File: src/verilog/adc_rx_pkg.sv
package adc_rx_pkg;

    localparam int WORD_W            = 8;   // deserializer ratio
    localparam int SAMPLE_W          = 14;  // adc resolution
    localparam int SLIP_W            = 4;
    localparam int NUM_CHANNELS      = 2;
    localparam int LANES_PER_CHANNEL = 2;   // two-lane mode, msb lane first

    // padding bits below each sample, 16 - 14
    localparam int PAD_W = LANES_PER_CHANNEL * WORD_W - SAMPLE_W;

    typedef logic [WORD_W-1:0]   word_t;      // one lane word per clk_div
    typedef logic [SLIP_W-1:0]   slip_t;      // 0..7 offset, 15 unknown
    typedef logic [SAMPLE_W-1:0] sample_t;
    typedef logic [2*WORD_W-1:0] word_join_t; // two words side by side

    localparam word_t      FRAME_PATTERN = 8'b0000_1111; // frame word at offset 0
    localparam slip_t      SLIP_UNKNOWN  = 4'd15;
    localparam logic [2:0] SETTLE_CYCLES = 3'd4;         // enabled edges before frame_valid
    localparam logic [1:0] STABLE_CYCLES = 2'd3;         // unchanged offset updates

    typedef struct packed {
        word_t msb;  // upper lane of the channel
        word_t lsb;
    } lane_pair_t;

    typedef struct packed {
        lane_pair_t [NUM_CHANNELS-1:0] ch;
    } lane_words_t;

    typedef struct packed {
        sample_t [NUM_CHANNELS-1:0] ch;
    } sample_bus_t;

endpackage

File: src/verilog/frame_settle.sv
`timescale 1ns/1ps

module frame_settle (
    input  logic clk_div,
    input  logic reset,
    input  logic enable,
    output logic frame_valid
);

    // deserializer needs a few word clocks after enable before
    // the frame lane can be trusted
    logic [2:0] settle_cnt; // enabled edges seen, saturating

    always_ff @(posedge clk_div or posedge reset) begin
        if (reset) begin
            settle_cnt  <= '0;
            frame_valid <= 1'b0;
        end else if (enable) begin
            if (settle_cnt != adc_rx_pkg::SETTLE_CYCLES) begin
                settle_cnt  <= settle_cnt + 3'd1; // still settling
                frame_valid <= 1'b0;
            end else begin
                frame_valid <= 1'b1;              // settled, stays up while enabled
            end
        end else begin
            frame_valid <= 1'b0;                  // count frozen, valid dropped
        end
    end

    // a disabled cycle always costs the next cycle's valid
    a_valid_after_disable : assert property (
        @(posedge clk_div) disable iff (reset)
        !enable |=> !frame_valid
    ) else $error("frame_valid high right after enable was low");

endmodule

File: src/verilog/bitslip_detect.sv
`timescale 1ns/1ps

module bitslip_detect (
    input  logic              clk_div,
    input  logic              reset,
    input  logic              enable,
    input  adc_rx_pkg::word_t frame_word,
    output adc_rx_pkg::slip_t bitslip_count,
    output logic              slip_stable
);

    adc_rx_pkg::word_t stage_one;   // frame word, first register
    adc_rx_pkg::word_t stage_two;   // second register, fed to decoder
    adc_rx_pkg::slip_t slip_next;   // decoded offset of stage_two
    logic [1:0]        stable_cnt;  // updates with same known offset

    // frame pattern as seen at capture offset k
    function automatic adc_rx_pkg::word_t rotl_pattern(input int unsigned k);
        adc_rx_pkg::word_join_t doubled;
        doubled = {adc_rx_pkg::FRAME_PATTERN, adc_rx_pkg::FRAME_PATTERN} << k;
        return doubled[2*adc_rx_pkg::WORD_W-1 -: adc_rx_pkg::WORD_W];
    endfunction

    always_comb begin
        slip_next = adc_rx_pkg::SLIP_UNKNOWN; // anything but a rotation
        for (int i = 0; i < adc_rx_pkg::WORD_W; i++) begin
            if (stage_two == rotl_pattern(i)) begin
                slip_next = adc_rx_pkg::slip_t'(i);
            end
        end
    end

    always_ff @(posedge clk_div or posedge reset) begin
        if (reset) begin
            stage_one     <= '0;
            stage_two     <= '0;
            bitslip_count <= '0;
            stable_cnt    <= '0;
        end else if (enable) begin
            stage_one     <= frame_word;
            stage_two     <= stage_one;
            bitslip_count <= slip_next;
            if (slip_next != adc_rx_pkg::SLIP_UNKNOWN && slip_next == bitslip_count) begin
                if (stable_cnt != adc_rx_pkg::STABLE_CYCLES) begin
                    stable_cnt <= stable_cnt + 2'd1; // saturates
                end
            end else begin
                stable_cnt <= '0;                    // changed or lost the pattern
            end
        end
    end

    assign slip_stable = (stable_cnt == adc_rx_pkg::STABLE_CYCLES);

    // counter and offset register must agree across updates
    a_stable_known : assert property (
        @(posedge clk_div) disable iff (reset)
        slip_stable |-> bitslip_count != adc_rx_pkg::SLIP_UNKNOWN
    ) else $error("slip_stable high with unknown offset");

endmodule

File: src/verilog/lane_aligner.sv
`timescale 1ns/1ps

module lane_aligner (
    input  logic                    clk_div,
    input  logic                    reset,
    input  logic                    enable,
    input  adc_rx_pkg::lane_words_t lane_words,
    input  adc_rx_pkg::slip_t       bitslip_count,
    output adc_rx_pkg::lane_words_t aligned_words
);

    // captured word n holds the top bits of true word n and the
    // leftover of word n-1, so word n comes back out of C(n+1):C(n)
    adc_rx_pkg::lane_words_t cur_q;        // latest captured words
    adc_rx_pkg::lane_words_t prev_q;       // one word older
    adc_rx_pkg::lane_words_t aligned_next;

    // 8-bit window at offset k out of newer:older
    function automatic adc_rx_pkg::word_t window(
        input adc_rx_pkg::word_t newer,
        input adc_rx_pkg::word_t older,
        input adc_rx_pkg::slip_t k
    );
        adc_rx_pkg::word_join_t joined;
        joined = {newer, older};
        if (k == adc_rx_pkg::SLIP_UNKNOWN) begin
            return older; // no offset, hand the word on as is
        end
        return joined[k[2:0] +: adc_rx_pkg::WORD_W];
    endfunction

    always_comb begin
        for (int c = 0; c < adc_rx_pkg::NUM_CHANNELS; c++) begin
            aligned_next.ch[c].msb = window(cur_q.ch[c].msb, prev_q.ch[c].msb,
                                            bitslip_count);
            aligned_next.ch[c].lsb = window(cur_q.ch[c].lsb, prev_q.ch[c].lsb,
                                            bitslip_count);
        end
    end

    always_ff @(posedge clk_div or posedge reset) begin
        if (reset) begin
            cur_q         <= '0;
            prev_q        <= '0;
            aligned_words <= '0;
        end else if (enable) begin
            cur_q         <= lane_words;   // C(n+1) once the next word lands
            prev_q        <= cur_q;        // C(n)
            aligned_words <= aligned_next; // T(n), offset as registered now
        end
    end

endmodule

File: src/verilog/sample_assembler.sv
`timescale 1ns/1ps

module sample_assembler (
    input  logic                    clk_div,
    input  logic                    reset,
    input  logic                    enable,
    input  adc_rx_pkg::lane_words_t aligned_words,
    input  logic                    frame_valid,
    input  logic                    slip_stable,
    output adc_rx_pkg::sample_bus_t samples,
    output logic                    sample_valid
);

    adc_rx_pkg::sample_bus_t samples_next;

    // msb lane above lsb lane, bottom bits are adc padding
    function automatic adc_rx_pkg::sample_t join_sample(input adc_rx_pkg::lane_pair_t pair);
        adc_rx_pkg::word_join_t joined;
        joined = {pair.msb, pair.lsb};
        return joined[2*adc_rx_pkg::WORD_W-1 : adc_rx_pkg::PAD_W];
    endfunction

    always_comb begin
        for (int c = 0; c < adc_rx_pkg::NUM_CHANNELS; c++) begin
            samples_next.ch[c] = join_sample(aligned_words.ch[c]);
        end
    end

    always_ff @(posedge clk_div or posedge reset) begin
        if (reset) begin
            samples      <= '0;
            sample_valid <= 1'b0;
        end else if (enable) begin
            samples      <= samples_next;
            sample_valid <= frame_valid && slip_stable; // in step with samples
        end else begin
            sample_valid <= 1'b0; // drops with frame_valid, samples hold
        end
    end

    // valid only ever follows a settled frame lane
    a_valid_needs_frame : assert property (
        @(posedge clk_div) disable iff (reset)
        !frame_valid |-> !sample_valid
    ) else $error("sample_valid high while frame_valid low");

endmodule

File: src/verilog/adc_frame_rx.sv
`timescale 1ns/1ps

module adc_frame_rx (
    input  logic                    clk_div,
    input  logic                    reset,
    input  logic                    enable,
    input  adc_rx_pkg::word_t       frame_word,
    input  adc_rx_pkg::lane_words_t lane_words,
    output logic                    frame_valid,
    output adc_rx_pkg::slip_t       bitslip_count,
    output adc_rx_pkg::sample_bus_t samples,
    output logic                    sample_valid
);

    logic                    slip_stable;   // offset held long enough
    adc_rx_pkg::lane_words_t aligned_words; // lanes back on word boundaries

    // enable settling of the frame lane
    frame_settle u_frame_settle (
        .clk_div     (clk_div),
        .reset       (reset),
        .enable      (enable),
        .frame_valid (frame_valid)
    );

    // capture offset from the frame pattern rotation
    bitslip_detect u_bitslip_detect (
        .clk_div       (clk_div),
        .reset         (reset),
        .enable        (enable),
        .frame_word    (frame_word),
        .bitslip_count (bitslip_count),
        .slip_stable   (slip_stable)
    );

    // realign every data lane by that offset
    lane_aligner u_lane_aligner (
        .clk_div       (clk_div),
        .reset         (reset),
        .enable        (enable),
        .lane_words    (lane_words),
        .bitslip_count (bitslip_count),
        .aligned_words (aligned_words)
    );

    // lane pairs into channel samples
    sample_assembler u_sample_assembler (
        .clk_div       (clk_div),
        .reset         (reset),
        .enable        (enable),
        .aligned_words (aligned_words),
        .frame_valid   (frame_valid),
        .slip_stable   (slip_stable),
        .samples       (samples),
        .sample_valid  (sample_valid)
    );

endmodule

File: config.mk
export PLATFORM = sky130hd
export DESIGN_NAME = adc_frame_rx
export DESIGN_NICKNAME = d
export VERILOG_FILES = /design/src/verilog/adc_rx_pkg.sv /design/src/verilog/frame_settle.sv /design/src/verilog/bitslip_detect.sv /design/src/verilog/lane_aligner.sv /design/src/verilog/sample_assembler.sv /design/src/verilog/adc_frame_rx.sv
export SDC_FILE = /design/constraint.sdc
export NUM_CORES = 1
export LEC_CHECK = 0
export ABC_AREA = 1
export CORE_MARGIN = 2
export CORE_UTILIZATION = 46
export CTS_BUF_LIST = sky130_fd_sc_hd__clkbuf_4 sky130_fd_sc_hd__clkbuf_8
export DETAILED_ROUTE_END_ITERATION = 16
export DONT_BUFFER_PORTS = 1
export MAX_ROUTING_LAYER = met4
export SYNTH_ARGS = -nofsm -noshare
export SYNTH_HDL_FRONTEND = slang
export SYNTH_SLANG_ARGS = --single-unit
File: constraint.sdc
create_clock -name clk_div -period 5 [get_ports clk_div]
set_input_delay 0.5 -clock clk_div [delete_from_list [all_inputs] [get_ports clk_div]]
set_output_delay 0.5 -clock clk_div [all_outputs]
set_load 0.005 [all_outputs]
# Word-level counts from Yosys, hierarchy flattened

Cells that the tools add are included.

Output and inout bits: 34
Bits in registers: 151
Input bits: 43

Reductions and logical operators: 4
Shift operators: 4
Mux-type cells: 22
$add $sub $neg: 2
Eq/ne operators: 15

Operators by type and width:

| cell                                           | count |
|---|---|
| two-way mux 8 bit                              | 8 |
| variable part select 16 x 4 -> 8 bit           | 4 |
| == test 8 bit (second input constant)          | 4 |
| two-way mux 4 bit                              | 8 |
| == test 8 x 4 -> 1 bit (second input constant) | 1 |
| == test 8 x 5 -> 1 bit (second input constant) | 1 |
| == test 8 x 6 -> 1 bit (second input constant) | 1 |
| == test 8 x 7 -> 1 bit (second input constant) | 1 |
| == test 4 bit                                  | 1 |
| == test 4 bit (second input constant)          | 1 |
| two-way mux 1 bit                              | 4 |
| two-way mux 2 bit                              | 2 |
| != test 2 bit (second input constant)          | 2 |
| != test 4 bit (second input constant)          | 1 |
| AND reduction 2 bit                            | 2 |
| adder 3 x 1 -> 3 bit (second input constant)   | 1 |
| != test 3 bit (second input constant)          | 1 |
| adder 2 x 1 -> 2 bit (second input constant)   | 1 |
| == test 2 bit (second input constant)          | 1 |
| logical AND 1 bit                              | 2 |

# Depth between registers and ports, before layout

Word-level depth: 13
Mapped depth: 14
Depth with buffers taken out: 14

# Cells and area by module

A second synthesis with hierarchy kept.

Cells, all modules: 1,077
Area total of the unflattened synthesis: 7,991.4 µm²

Modules (own cells, without submodules):

| module           | area an instance (µm²) | seq. area each (µm²) | cells each | instances |
|---|---|---|---|---|
| lane_aligner     | 5,452.7                | 2,402.3              | 763        | 1 |
| bitslip_detect   | 1,219.9                | 550.5                | 165        | 1 |
| sample_assembler | 1,113.6                | 725.7                | 123        | 1 |
| frame_settle     | 205.2                  | 100.1                | 26         | 1 |

# Worst setup path before layout

OpenSTA, ideal clock, no wires.

Kind: register to register
Start point: reg u_bitslip_detect.bitslip_count[2]
End point: reg u_lane_aligner.aligned_words[7] (netlist name)
Clock period less this slack: 1,479 ps
Setup slack: 3,521 ps
Stages on the path, launching flop included: 9
Arrival time: 1,346 ps
Path buffers: 3
Cell sequence: dfrtp_1 > buf_4 > inv_4 > nor4_4 > buf_6 > buf_6 > a21oi_1 > o21ai_1 > o21ai_0

Longest elaborated chain between the ends: 3
Elaborated cells between the ends (all ways): 4
Classes of those cells: eq/ne: 1; shift: 1; mux: 2

Ends and longest elaborated chain:

| element                                                                                      | line                 | RTL |
|---|---|---|
| from (decl)                                                                                  | bitslip_detect.sv:8  | `output adc_rx_pkg::slip_t bitslip_count,` |
| from (signal assigned)                                                                       | bitslip_detect.sv:42 | `bitslip_count <= slip_next;` |
| parallel branches: the longest is 2 deep, another holds variable part select 16 x 4 -> 8 bit | --                   |  |
| two-way mux 8 bit (*)                                                                        | lane_aligner.sv:29   | `return joined[k[2:0] +: adc_rx_pkg::WORD_W];` |

Every way passes the cells marked *.
A chain may end at the register's enable or synchronous reset.

# Worst setup path in the final report

Start point: reg u_bitslip_detect.bitslip_count[1]
End point: reg u_lane_aligner.aligned_words[2] (netlist name)

Longest elaborated chain between the ends: 3
Elaborated cells between the ends (all ways): 4
Classes of those cells: eq/ne: 1; shift: 1; mux: 2

Ends and longest elaborated chain:

| element                                                                                      | line |
|---|---|
| parallel branches: the longest is 2 deep, another holds variable part select 16 x 4 -> 8 bit | -- |
| two-way mux 8 bit (*)                                                                        | lane_aligner.sv:29 |

Marked as above.

==> impl_metrics.csv <==
group,metric,value,unit
floorplanning,start_util,47.2,%
critical_path,cp.required,5.35,ns
yosys,yosys.area_share.simple,22.6,%
cts,cts_max_path_buffers,2,
placed_design,place_hpwl,10.9,mm
sta,fin_crit,2.48,ns
power_and_ir_drop,p_clk_share,35.9,%
power_and_ir_drop,total_power,2.97,mW
cts,cts_resized,0,
power_and_ir_drop,irDropWorstVdd,0.172,mV
yosys,synth.area.mux_share,0.278,%
layout,syn2layout_area_growth,6.80,%
power_and_ir_drop,pwr-share-comb,15.7,%
flow_run,cap_violations,0,
sta,worst_slack,2.52,ns
yosys,synth.area.top_cells,"dfrtp_1 (50%), nand2_1 (16%), o21ai_0 (11%)",
global_routing,antenna_found_initial,0,
detailed_routing,wl_per_cell,15.2,um
floorplanning,num_rows,45,
sta,finalSetupTns,0,ns
yosys,ys_warn_count,0,
cts,cts_sinks,143,
floorplanning,fp.dieW,129,um
critical_path,rrSetupSlack,2.52,ns
sta,max_freq,402,MHz
sta,relSlewSlack,35.7,%
power_and_ir_drop,p_switching,0.891,mW
cts,cts_buffers,17,
sta,timing_hold_violations_final,0,
global_routing,overflow,0,
detailed_routing,drc,0,
yosys,synth_compound_area_share,18.6,%
sta,worstMarginPinSlew,0.963,ns
cts,cts_hold_buf,0,
layout,diodes,0,
critical_path,critPathLaunchType,"flop",
outcome,status,"complete, no violations",
detailed_routing,avgViaCountPerCell,5.19,
power_and_ir_drop,p_int,2.08,mW
detailed_routing,vias,5869,
sta,rsz0062_at_grt,"false",
critical_path,worstPathArrival,2.83,ns
yosys,yosysSeqAreaShare,49.7,%
power_and_ir_drop,power.density,387,mW/mm^2
layout,nets,952,
yosys,synth_common_cells,"nand2_1 (312), o21ai_0 (155), dfrtp_1 (143)",
floorplanning,dieArea,0.0167,mm^2
cts,clk_pin_slew,0.09,ns
critical_path,worstPathMaxFanout,54,
yosys,synthXorXnorAreaFrac,0.243,%
yosys,synth_top_cell_area_share,49.7,%
hold_path,hp-class,"input pin to asynchronous set/reset pin",
floorplanning,die_h,129,um
yosys,synth_nets,987,
layout,fill_cells,1529,
cts,cts_tree,"built",
placed_design,gp_congestion,0.883,
yosys,synth_top_family_by_area,"simple AND/OR/NAND/NOR gates",
placed_design,numPortBuffers,0,
global_routing,first_global_vias,5477,
placed_design,pre_cts_ws,2.57,ns
global_routing,grt_pass1_wl,28.4,mm
yosys,synth_top_area_cell,"dfrtp_1",
global_routing,grt_usage,22.6,%
cts,clkLatencyLatePin,0.47,ns
detailed_routing,ant_nets,0,
detailed_routing,firstDrtPassIters,5,
power_and_ir_drop,p_leak,3.72,nW
cts,htreeDepth,4,
yosys,ys_seq_elements,143,
floorplanning,core_region_area,0.0153,mm^2
critical_path,crit_type,"flop to flop",
layout,drive_gt1_share,7.94,%
yosys,async_flop_share,100,%
yosys,synthMostInstantiatedCell,"nand2_1",
cts,clockRootBuffer,"clkbuf_8",
detailed_routing,totalWireLength,17.1,mm
sta,finClkSkew,0.0108,ns
yosys,syn-mean-instance-area,7.65,um^2
power_and_ir_drop,seqPwrFrac,48.4,%
detailed_routing,drt_iter0_drc,430,
yosys,synth_cell_type_count,31,
yosys,syn-cell-area,0.00719,mm^2
sta,min_period_over_period,49.7,%
cts,postCtsSetupBuffers,0,
sta,setup_viol,0,
yosys,netlist_instances,941,
yosys,synth-adder-area-share,0.522,%
critical_path,crit_path_end_kind,"flop",
sta,drv_slew,0,
yosys,synth_edf_count,0,
yosys,ys.flop_type,"dfrtp_1",
power_and_ir_drop,p_sw_share,30.0,%
floorplanning,ios,77,
global_routing,grt_max_degree,183,
-- metrics by stage --
| stage | instances | hold WS (ns) | util [%] | instance area [um^2] |
|---|---|---|---|---|
| after global placement | 1098 | 0.456 | 47.3 | 7220 |
| after global routing | 1130 | 0.124 | 50.4 | 7680 |
| after CTS | 1130 | 0.128 | 50.4 | 7680 |
| after floorplan | 941 | 0.442 | - | 7190 |
| final | 1130 | 0.0749 | 50.4 | 7680 |
| after detailed placement | 1098 | 0.461 | 47.3 | 7220 |
-- sequential cells by signal (all words and copies together), names as in the netlist --
register,count
u_lane_aligner.cur_q,32
u_lane_aligner.aligned_words,28
u_lane_aligner.prev_q,28
u_sample_assembler.samples,28
u_bitslip_detect.stage_one,8
u_bitslip_detect.stage_two,8
u_bitslip_detect.bitslip_count,4
u_frame_settle.settle_cnt,3
u_bitslip_detect.stable_cnt,2
u_frame_settle.frame_valid,1
u_sample_assembler.sample_valid,1
-- final cells by class --
| type | count | area, um^2 | area share, % |
|---|---|---|---|
| clock inverters | 14 | 214 | 2.78 |
| multi-input cells | 664 | 3040 | 39.6 |
| flip-flops and latches | 143 | 3580 | 46.6 |
| inverters | 73 | 282 | 3.66 |
| well taps | 211 | 264 | 3.44 |
| clock buffers | 18 | 248 | 3.22 |
| repair buffers | 7 | 52.6 | 0.684 |
-- logic make-up (layout without fill, tap and decap cells) --
logic type / after synthesis / count (layout)
buf+inv: 134 / 112
fa+ha+maj: 3 / 3
flops: 143 / 143
compound gates: 255 / 255
simple gates: 402 / 402
mux: 2 / 2
xor+xnor: 2 / 2
-- critical path, stage by stage (launching register included) --
cell	delay [ns]
dfrtp_1	0.33
buf_4	0.36
inv_2	0.44
nor4_4	0.38
buf_4	0.29
inv_2	0.23
o21ai_0	0.22
o21ai_1	0.09
-- power by group through the flow --
stage	Clock (mW)	Combinational (mW)	Sequential, mW
after floorplan	0	0.398	1.42
after global placement	0	0.463	1.46
after detailed placement	0	0.469	1.46
after CTS	1.09	0.470	1.44
after global routing	1.14	0.550	1.46
final	1.07	0.466	1.44
-- placed cells by master (no fill, tap or decap), drive strengths merged --
master,count
nand2,325
o21ai,161
dfrtp,143
inv,74
a21oi,69
nor2,54
clkbuf,18
o211ai,15
nand3,14
a211oi,8
buf,7
bufinv,5
clkinv,5
nor3,4
nand4,4
ha,3
clkinvlp,3
mux2i,2
nor4,1
o2bb2ai,1
xnor2,1
a22oi,1
xor2,1
-- final timing paths --
kind	cells past startpoint	to	from
worst max-delay path	7	u_lane_aligner.aligned_words[2]	u_bitslip_detect.bitslip_count[1]
worst min-delay path	1	u_lane_aligner.cur_q[16]	reset
worst max register to register	7	u_lane_aligner.aligned_words[2]	u_bitslip_detect.bitslip_count[1]
worst min register to register	1	u_frame_settle.settle_cnt[2]	u_frame_settle.settle_cnt[2]
max in group asynchronous	2	u_sample_assembler.samples[7]	reset
min in group clk_div	2	u_bitslip_detect.stage_one[1]	frame_word[1]
-- metal layers --
layer / vias up / GRT usage [%] / part of all wire (%)
met1: 2722 / 33.7 / 51
met2: 151 / 30.6 / 41
met5: - / - / 0
met3: 23 / 4.67 / 5.5
li1: 2973 / - / -
met4: 0 / 7.16 / 1.8
Note: power is estimated with default switching activity, not from simulation.
